## config.mk

```make
export PLATFORM = sky130hd
export DESIGN_NAME = regFile
export DESIGN_NICKNAME = d
export VERILOG_FILES = /design/src/regFile.sv
export VERILOG_INCLUDE_DIRS = /design/src /design/src/src
export SDC_FILE = /design/constraint.sdc
export NUM_CORES = 1
export LEC_CHECK = 0
export BUFFER_PORTS_ARGS = -buffer_cell sky130_fd_sc_hd__buf_4
export CORE_ASPECT_RATIO = 0.8
export CORE_MARGIN = 2
export CORE_UTILIZATION = 35
export DETAILED_ROUTE_END_ITERATION = 12
export PLACE_DENSITY_LB_ADDON = 0.05
export SYNTH_ARGS = -nofsm -noshare
export SYNTH_HDL_FRONTEND = slang
export SYNTH_SLANG_ARGS = --single-unit
```

## constraint.sdc

```tcl
create_clock -name Clk -period 2.7 [get_ports Clk]
set_input_delay 0.27 -clock Clk [delete_from_list [all_inputs] [get_ports Clk]]
set_output_delay 0.27 -clock Clk [all_outputs]
set_load 0.005 [all_outputs]
```

## src/cpu_consts.svh

```systemverilog
`ifndef CPU_CONSTS_SVH
`define CPU_CONSTS_SVH

////////////////////////////////////////
// datapath sizing
////////////////////////////////////////

// data and instruction word width.
`define CPU_DATA_W 16

// general purpose registers.
`define CPU_NREGS 16

////////////////////////////////////////
// data memory
////////////////////////////////////////

`define CPU_RAM_AW 8       // word address bits.
`define CPU_RAM_DEPTH 256  // words.

`endif

```

## src/regFile.sv

```systemverilog
`include "cpu_consts.svh"

module regFile (
	input logic Clk,
	input logic rstN,
	input logic we,
	input logic [3:0] wIdx,
	input logic [`CPU_DATA_W-1:0] wData,
	input logic [3:0] rdestIdx,
	input logic [3:0] rsrcIdx,
	output logic [`CPU_DATA_W-1:0] rdestData,
	output logic [`CPU_DATA_W-1:0] rsrcData
);

	logic [`CPU_DATA_W-1:0] regs [`CPU_NREGS];

	always_ff @(posedge Clk) begin
		if (!rstN) begin
			for (int i = 0; i < `CPU_NREGS; i++)
				regs[i] <= '0;
		end else if (we)
			regs[wIdx] <= wData;
	end

	// reads are combinational.
	assign rdestData = regs[rdestIdx];
	assign rsrcData = regs[rsrcIdx];

endmodule

```

==> summary.txt, run 1 <==
Final layout
  – Nets: 954
  – Biggest register: regs
  – Max reg flops: 256
  – Most common cell after layout, fill and taps aside: and2_1
  – Most frequent cells in the layout: and2_1, edfxtp_1, mux4_2
  – Finished Core Util: 41.2%
  – Area grow syn2layout: 16.2%
  – Cell area after layout: 15700 µm²
  – Top Registers: regs: 256 flops
  – Ratio of cells with drive above 1 in the final layout: 34.0%

Floorplan
  – Starting density of the core: 35.4%
  – Width of the chip: 224 µm
  – Top-Level Pins: 63
  – DIE AREA: 40300 µm²
  – Die span in y: ~180 µm
  – Site Rows: 64
  – Core ar.: 38200 µm²

Critical path
  – Slowest cell on the critical path: mux4_2
  – Worst Setup End Kind: output port
  – Crit Path Max Fanout: 2
  – CP Cell Sequence: mux4_2 > a22oi_1 > nand2_1 > buf_4
  – Path type of the worst setup path: reg -> out
  – Data required time of the worst path: 2430 ps
  – Crit start category: flop
  – Critical Path AT: 2190 ps
  – Delay of the slowest cell on the worst path: 490 ps

Global route
  – GRT Resource Usage Total: roughly 22%
  – First-pass GRT wire length: 62200 µm
  – Initial antenna violation count: 1
  – GR Overflow Total: 0
  – Largest net degree at the start of global routing: a little over 40
  – Vias in the first global route: 8986

Drt
  – Residual DRC: 0
  – Vias per cell: around 5.7
  – Drt pass-1 iters: 5
  – Via count: 8158
  – Routed Antenna Nets: 0
  – WL/cell: 29.4 µm
  – Initial drt markers: approximately 660
  – Routed wire length: between 40000 and 50000 µm

STA
  – Setup-failing EPs final: 0
  – RSZ-0062 raised after global routing: no
  – Tmin final: around 2500 ps
  – Fmax: ~410 MHz
  – Crit share post-route: between 90% and 100%
  – Worst slew pin tran: ~1300 ps
  – Worst Setup Slack, final: 237 ps
  – Hold Violations, Final: 0
  – Final setup TNS: 0 ps
  – Max-slew violations: 0
  – Max_slew headroom: 14.5%

Place
  – # port buffers: 62
  – Placer Congestion: about 0.79
  – Dpl ws: 314 ps
  – Placement Cell Area: roughly 15000 µm²
  – DPL Wire Length: 27200 µm

Pwr
  – Static Leakage: 5.46 nW
  – Max VDD drop: between 0.3 and 0.4 mV
  – P per Cell Area: 618 nW/µm²

CTS
  – Worst-path clk slew: 60 ps
  – # H-tree levels: 1
  – CTS tree: done
  – Root buffer cell: clkbuf_16
  – Cts repair resizes: 0
  – Total clock sinks: 256
  – Post-CTS Hold Buffers: 0
  – Setup Buffers After CTS: 0
  – Total CTS buffers: 29
  – Clock buffer depth: 3

Hold path
  – Worst Hold Class: in -> reg

Logic synthesis
  – Post-Synth XOR/XNOR Area: 0%
  – Post-synthesis mux area share: 21.3%
  – Synth Net Count: 890
  – Main area contributors after synthesis: edfxtp_1, mux4_2, and2_1
  – Compound-cell area share of the yosys netlist: under 10%
  – Mean post-synth cell area: 15.8 µm²
  – Main combinational cell family by area after synthesis: multiplexers
  – Adder-Cell Fraction of Synth Area: 0%
  – Synth Cell Area: 13500 µm²
  – Seq/Total Area, Yosys: 56.8%
  – Yosys top cell by area: edfxtp_1
  – FF+latch count, synth: ~260
  – Top cell type's share of synthesized area: 56.8%
  – Post-synthesis simple-gate area fraction: 15.4%
  – Gate Count Post-Synth: 859
  – Synth unique cells: 23
  – Ys Warns: 0

Run status
  – Status: completed

Flow run
  – Max Cap Violations: 0
[critical path: cells and delay by family (launching register included)]
family,cells,cell delay [ps]
muxes,1,490
AOI/OAI and AO/OA,1,420
DFF,1,400
buffers and inverters,1,160
and+or+nand+nor,1,150
[path summary, 6_finish.rpt]
kind,startpoint,end,slack [ps],cells past startpoint
max,regs[2][1]$_SDFFCE_PN0P_,rdestData[1],240,4
min,wData[13],regs[4][13]$_SDFFCE_PN0P_,130,2
[cell type report]
cell class / count / area [µm²]
Fill cell: 3469 / 22500
Sequential cell: 256 / 7690
Multi-Input combinational cell: 527 / 5560
Timing Repair Buffer: 109 / 968
Clock buffer: 32 / 737
Tap cell: 495 / 619
Clock inverter: 20 / 155
Antenna cell: 4 / 10.0
[through the flow]
| step | hold slack (ps) | power, mW | instances |
|---|---|---|---|
| floorplan | 468 | 5.44 | 859 |
| global placement | 690 | 6.01 | 1387 |
| detailed placement | 699 | 6.03 | 1387 |
| CTS | 104 | 9.81 | 1439 |
| global route | 127 | 10.0 | 1440 |
| finish | 126 | 9.73 | 1443 |
[cell usage after synthesis (all sizes together)]
| library cell | number |
|---|---|
| nand4bb | 1 |
| o21ai | 12 |
| nor2 | 14 |
| clkbuf | 47 |
| nand2 | 33 |
| mux4 | 128 |
| edfxtp | 256 |
| and2 | 258 |
| nand2b | 6 |
| nand4 | 1 |
| a22oi | 64 |
| buf | 29 |
| nand4b | 2 |
| nor3 | 4 |
| nor2b | 4 |
[report_power, final]
part,internal [mW],switching [mW],total (mW)
Combinational,0.571,0.647,1.22
Clock,2.15,1.65,3.79
Sequential,4.60,0.114,4.72
[metal layers]
layer,routed length [µm],up-vias,track usage (%)
li1,-,3477,-
met1,18600,4358,29.7
met2,20600,257,35.5
met3,2060,66,3.38
met4,1150,0,5.89
met5,0,-,0
[logic make-up (layout without fill, tap and decap cells)]
| logic type | after synthesis | in the layout |
|---|---|---|
| DFF | 256 | 256 |
| AOI/OAI and AO/OA | 76 | 76 |
| and+or+nand+nor | 323 | 323 |
| other | 0 | 4 |
| muxes | 128 | 128 |
| buffers and inverters | 76 | 161 |
No activity file was read; power rests on OpenSTA's default activity.
==> inputs of run 2 (changes only) <==
--- a/config.mk
+++ b/config.mk
@@ -6,6 +6,7 @@
 export SDC_FILE = /design/constraint.sdc
 export NUM_CORES = 1
 export LEC_CHECK = 0
+export ABC_AREA = 1
 export BUFFER_PORTS_ARGS = -buffer_cell sky130_fd_sc_hd__buf_4
 export CORE_ASPECT_RATIO = 0.8
 export CORE_MARGIN = 2
==> summary.txt, run 2 <==
Run status
  – Status: completed

STA
  – Worst Setup Slack, final: 564 ps
  – RSZ-0062 raised after global routing: no
  – Worst slew pin tran: between 800 and 900 ps
  – Final setup TNS: 0 ps
  – Crit share post-route: 79.1%
  – Max-slew violations: 0
  – Tmin final: approximately 2100 ps
  – Hold Violations, Final: 0
  – Max_slew headroom: 43.0%
  – Setup-failing EPs final: 0
  – Fmax: 468 MHz

Global route
  – Met3 Track Usage GR: 3.39%
  – Grt met1 use: 35.9%
  – GR met2 Demand/Resource: roughly 39%
  – Vias in the first global route: roughly 13000
  – Initial antenna violation count: 0
  – GR Overflow Total: 0
  – GRT Resource Usage Total: 25.0%
  – Top Usage Layer GRT: met2
  – Largest net degree at the start of global routing: around 130
  – First-pass GRT wire length: 82300 µm

Pwr
  – Max VDD drop: 0.419 mV
  – Sw Share: 28.0%
  – Reg power frac: between 40% and 50%
  – Pint: between 7 and 8 mW
  – Clock power frac: 39.3%
  – Gate power share: between 10% and 20%
  – Final Total Pwr: between 10 and 15 mW
  – Net Sw Power: around 2.9 mW
  – P per Cell Area: 600 nW/µm²
  – Static Leakage: 7.91 nW

Drt
  – Vias per cell: 5.21
  – Via count: 13300
  – Routed wire length: roughly 54000 µm
  – WL/cell: 21.2 µm
  – Residual DRC: 0
  – Initial drt markers: about 1100
  – Routed Antenna Nets: 0
  – Drt pass-1 iters: 5

Place
  – Placer Congestion: just over 0.8
  – Dpl ws: 616 ps
  – # port buffers: 62
  – DPL Wire Length: approximately 34000 µm

Logic synthesis
  – Yosys top cell by area: edfxtp_1
  – List of most frequent post-synthesis cells: nand2_1, nand3_1, inv_1, nor2_1, edfxtp_1
  – Synth unique cells: 12
  – Gate Count Post-Synth: 1966
  – FF+latch count, synth: around 260
  – Seq/Total Area, Yosys: 51.9%
  – Synth Net Count: 1997
  – Top cell type's share of synthesized area: 51.9%
  – Ys Warns: 0
  – Synth Flop Type: edfxtp_1
  – Most common cell in the netlist: nand2_1
  – Post-synth EDFFs: roughly 260
  – Asr flop ratio synth: 0%
  – Synth Cell Area: roughly 15000 µm²
  – Mean post-synth cell area: 7.53 µm²
  – Main area contributors after synthesis: edfxtp_1, nand3_1, nand2_1

Critical path
  – Worst Setup End Kind: output port
  – Crit Path Max Fanout: 36
  – Crit start category: primary input
  – Data required time of the worst path: 2430 ps
  – Path type of the worst setup path: in -> out
  – Critical Path AT: roughly 1900 ps

Floorplan
  – Core ar.: 41800 µm²
  – Die span in y: between 150 and 200 µm
  – DIE AREA: roughly 44000 µm²
  – Top-Level Pins: 63
  – Starting density of the core: 35.4%
  – Site Rows: 67
  – Width of the chip: roughly 230 µm

Hold path
  – Worst Hold Class: in -> reg

Final layout
  – Finished Core Util: 40.6%
  – Most frequent cells in the layout: nand2_1, nand3_1, inv_1
  – Antenna cells: 0
  – Area grow syn2layout: 14.6%
  – Top Registers: regs: 256 flops
  – Most common cell after layout, fill and taps aside: nand2_1
  – Ratio of cells with drive above 1 in the final layout: about 9%
  – Nets: around 2000
  – Biggest register: regs
  – Max reg flops: 256

CTS
  – Setup Buffers After CTS: 0
  – Total CTS buffers: 30
  – Clock buffer depth: 3
  – Root buffer cell: clkbuf_16
  – CTS tree: done
  – Worst-path clk slew: approximately 60 ps
  – Total clock sinks: 256
  – Cts repair resizes: 0
  – Post-CTS Hold Buffers: 0
  – # H-tree levels: 1

Flow run
  – Max Cap Violations: 0
## run 2: changes by cell type after synthesis, sizes merged, moves of 6 or more
cell and change:
nand3 +448, mux4 -128, inv +285, nand2 +545, a22oi -64, buf +56
and2 -258, nand2b -6, o21ai -12, nor2 +245
## run 2: worst max-delay path, stage by stage
cell	delay (ps)
buf_4	380
buf_4	490
nand2_1	100
nand3_1	90
nand3_1	110
nand3_1	150
nand2_1	90
buf_4	140
## run 2: layout make-up
class	count	area, µm²
timing repair buffer	121	1120
clock buffer	38	802
tap	552	691
inverter	285	1070
sequential	256	7690
clock inverter	17	128
fill	4341	24900
multi-input combinational	1289	5480
## run 2: per-stage QoR
| step | instance area [µm²] | hold slack, ps | instances |
|---|---|---|---|
| 2_1_floorplan | 14800 | 546 | 1966 |
| 3_3_place_gp | 16000 | 829 | 2503 |
| 3_5_place_dp | 16000 | 828 | 2503 |
| 4_1_cts | 17000 | 201 | 2558 |
| 5_1_grt | 17000 | 245 | 2558 |
| 6_report | 17000 | 249 | 2558 |
## run 2: per-layer routing
layer,vias to the layer above,wire (µm)
met5,-,0
met4,0,1620
met3,88,3390
met2,496,24500
met1,6470,24800
li1,6268,-
## run 2: worst paths after layout
check       start                        end  cells past startpoint
min          rstN  regs[1][13]$_SDFFCE_PN0P_                      2
max    rsrcIdx[0]                rsrcData[8]                      8
## run 2: cell families after synthesis
family | Yosys count | synth area share (%)
flops | 256 | 51.9
buf+inv | 421 | 11.1
simple gates | 1289 | 37.0
## run 2: power groups by stage
| stage | Clock [mW] | Sequential, mW | Combinational [mW] |
|---|---|---|---|
| after floorplan | 0 | 4.72 | 0.888 |
| after global placement | 0 | 4.74 | 1.51 |
| after detailed placement | 0 | 4.74 | 1.51 |
| after CTS | 4.09 | 4.66 | 1.52 |
| after global routing | 4.21 | 4.68 | 1.68 |
| final | 4.01 | 4.66 | 1.52 |
==> inputs of run 3 (changes only) <==
--- a/config.mk
+++ b/config.mk
@@ -6,7 +6,7 @@
 export SDC_FILE = /design/constraint.sdc
 export NUM_CORES = 1
 export LEC_CHECK = 0
-export ABC_AREA = 1
+export ABC_AREA = 0
 export BUFFER_PORTS_ARGS = -buffer_cell sky130_fd_sc_hd__buf_4
 export CORE_ASPECT_RATIO = 0.8
 export CORE_MARGIN = 2
==> constraint.sdc (replaced) <==
create_clock -name Clk -period 1.9 [get_ports Clk]
set_input_delay 0.19 -clock Clk [delete_from_list [all_inputs] [get_ports Clk]]
set_output_delay 0.19 -clock Clk [all_outputs]
set_load 0.005 [all_outputs]
==> summary.txt, run 3 (same netlist as run 1, synthesis figures left out) <==
Run status
  – Status: finished, violations left
  – Failing checks: setup timing

Final layout
  – Max reg flops: 256
  – Top Registers: regs: 256 flops
  – Fill count: roughly 3400
  – Final cell count without fillers: 1479
  – Finished Core Util: 43.0%
  – Most frequent cells in the layout: and2_1, edfxtp_1, mux4_2
  – Ratio of cells with drive above 1 in the final layout: 41.1%
  – Most common cell after layout, fill and taps aside: and2_1
  – Biggest register: regs
  – Area grow syn2layout: 21.3%
  – Nets: 992

Floorplan
  – Top-Level Pins: 63
  – Width of the chip: 224 µm
  – Core ar.: roughly 38000 µm²
  – DIE AREA: 40300 µm²
  – Starting density of the core: between 30% and 40%
  – Die span in y: 180 µm
  – Site Rows: 64

Critical path
  – Path type of the worst setup path: reg -> out
  – Data required time of the worst path: 1710 ps
  – Crit start category: flop
  – Crit Path Max Fanout: 2
  – Worst Setup End Kind: output port
  – Critical Path AT: 1990 ps

Pwr
  – Net Sw Power: approximately 3.5 mW
  – Gate power share: 14.1%
  – P per Cell Area: 853 nW/µm²
  – Reg power frac: 47.9%
  – Clock power frac: 38.1%
  – Sw Share: ~25%
  – Pint: 10.6 mW
  – Max VDD drop: 0.501 mV
  – Static Leakage: 5.71 nW

STA
  – Crit share post-route: 115%
  – Final Hold Slack: 41.2 ps
  – Worst slew pin tran: 1350 ps
  – Worst Setup Slack, final: -283 ps
  – Tmin final: around 2200 ps
  – Fmax: 458 MHz
  – Max_slew headroom: 9.44%
  – Max-slew violations: 0
  – Hold Violations, Final: 0
  – Setup-failing EPs final: 32
  – RSZ-0062 raised after global routing: yes

CTS
  – # H-tree levels: 1
  – Clock buffer depth: 3
  – CTS tree: done
  – Total clock sinks: 256
  – Setup Buffers After CTS: 0
  – Root buffer cell: clkbuf_16
  – Total CTS buffers: 29
  – Worst-path clk slew: around 60 ps
  – Post-CTS Hold Buffers: 0

Global route
  – GRT Resource Usage Total: 21.3%
  – Largest net degree at the start of global routing: 36
  – GR Overflow Total: 0
  – First-pass GRT wire length: between 60000 and 70000 µm
  – Initial antenna violation count: 1
  – Vias in the first global route: ~9000

Drt
  – Via count: 8256
  – Residual DRC: 0
  – Initial drt markers: 703
  – Vias per cell: 5.58
  – Routed Antenna Nets: 0
  – WL/cell: about 28 µm
  – Drt pass-1 iters: 4
  – Routed wire length: between 40000 and 50000 µm

Place
  – Placed Instances: 1428
  – # port buffers: 62
  – Placer Congestion: 0.819
  – Dpl ws: -89.2 ps
  – DPL Wire Length: roughly 28000 µm

Hold path
  – Hold path depth: 2
  – Worst Hold Class: in -> reg

Flow run
  – Max Cap Violations: 0
## run 3: power by group through the flow
stage          clock network, mW  registers [mW]  logic [mW]
2_1_floorplan                  0            6.75       0.986
3_3_place_gp                   0            6.79        1.83
3_5_place_dp                   0            6.82        1.85
4_1_cts                     5.44            6.70        1.98
5_1_grt                     5.64            6.74        2.09
6_report                    5.33            6.71        1.97
## run 3: per-stage QoR
step,power [mW],cell area [µm²],setup TNS [ps]
after CTS,14.1,16400,-8130
after global placement,8.63,15200,-718
after detailed placement,8.67,15200,-766
final,14.0,16400,-7050
after global routing,14.5,16400,-9060
after floorplan,7.73,13500,-13920
## run 3: final timing paths
kind / from / endpoint
hold / removal: wData[14] / regs[5][14]$_SDFFCE_PN0P_
setup / recovery: regs[7][3]$_SDFFCE_PN0P_ / rsrcData[3]
## run 3: routing by layer
metal  up-vias  GRT usage, %  wire [µm]
li1       3543             -          -
met4         0          6.19       1300
met2       293          35.4      20400
met5         -             0          0
met3        82          3.79       2270
met1      4338          28.7      18200
## run 3: timing repair
action / CTS / global route
pin swaps: 30 / 6
setup endpoints to repair: 32 / 32
resized for setup: 67 / 13
## run 3: final cells by class
| cell class | count | area, µm² | area share [%] |
|---|---|---|---|
| Sequential cell | 256 | 7690 | 46.8 |
| Antenna cell | 1 | 2.50 | 0.0152 |
| Clock buffer | 34 | 744 | 4.53 |
| Clock inverter | 19 | 135 | 0.823 |
| Timing Repair Buffer | 147 | 1420 | 8.67 |
| Multi-Input combinational cell | 527 | 5810 | 35.4 |
| Tap cell | 495 | 619 | 3.77 |
## run 3: critical path, stage by stage, from the launching register on
cell and delay [ps]:
edfxtp_1 410, mux4_2 540, a22oi_1 210, nand2_2 120
buf_4 160
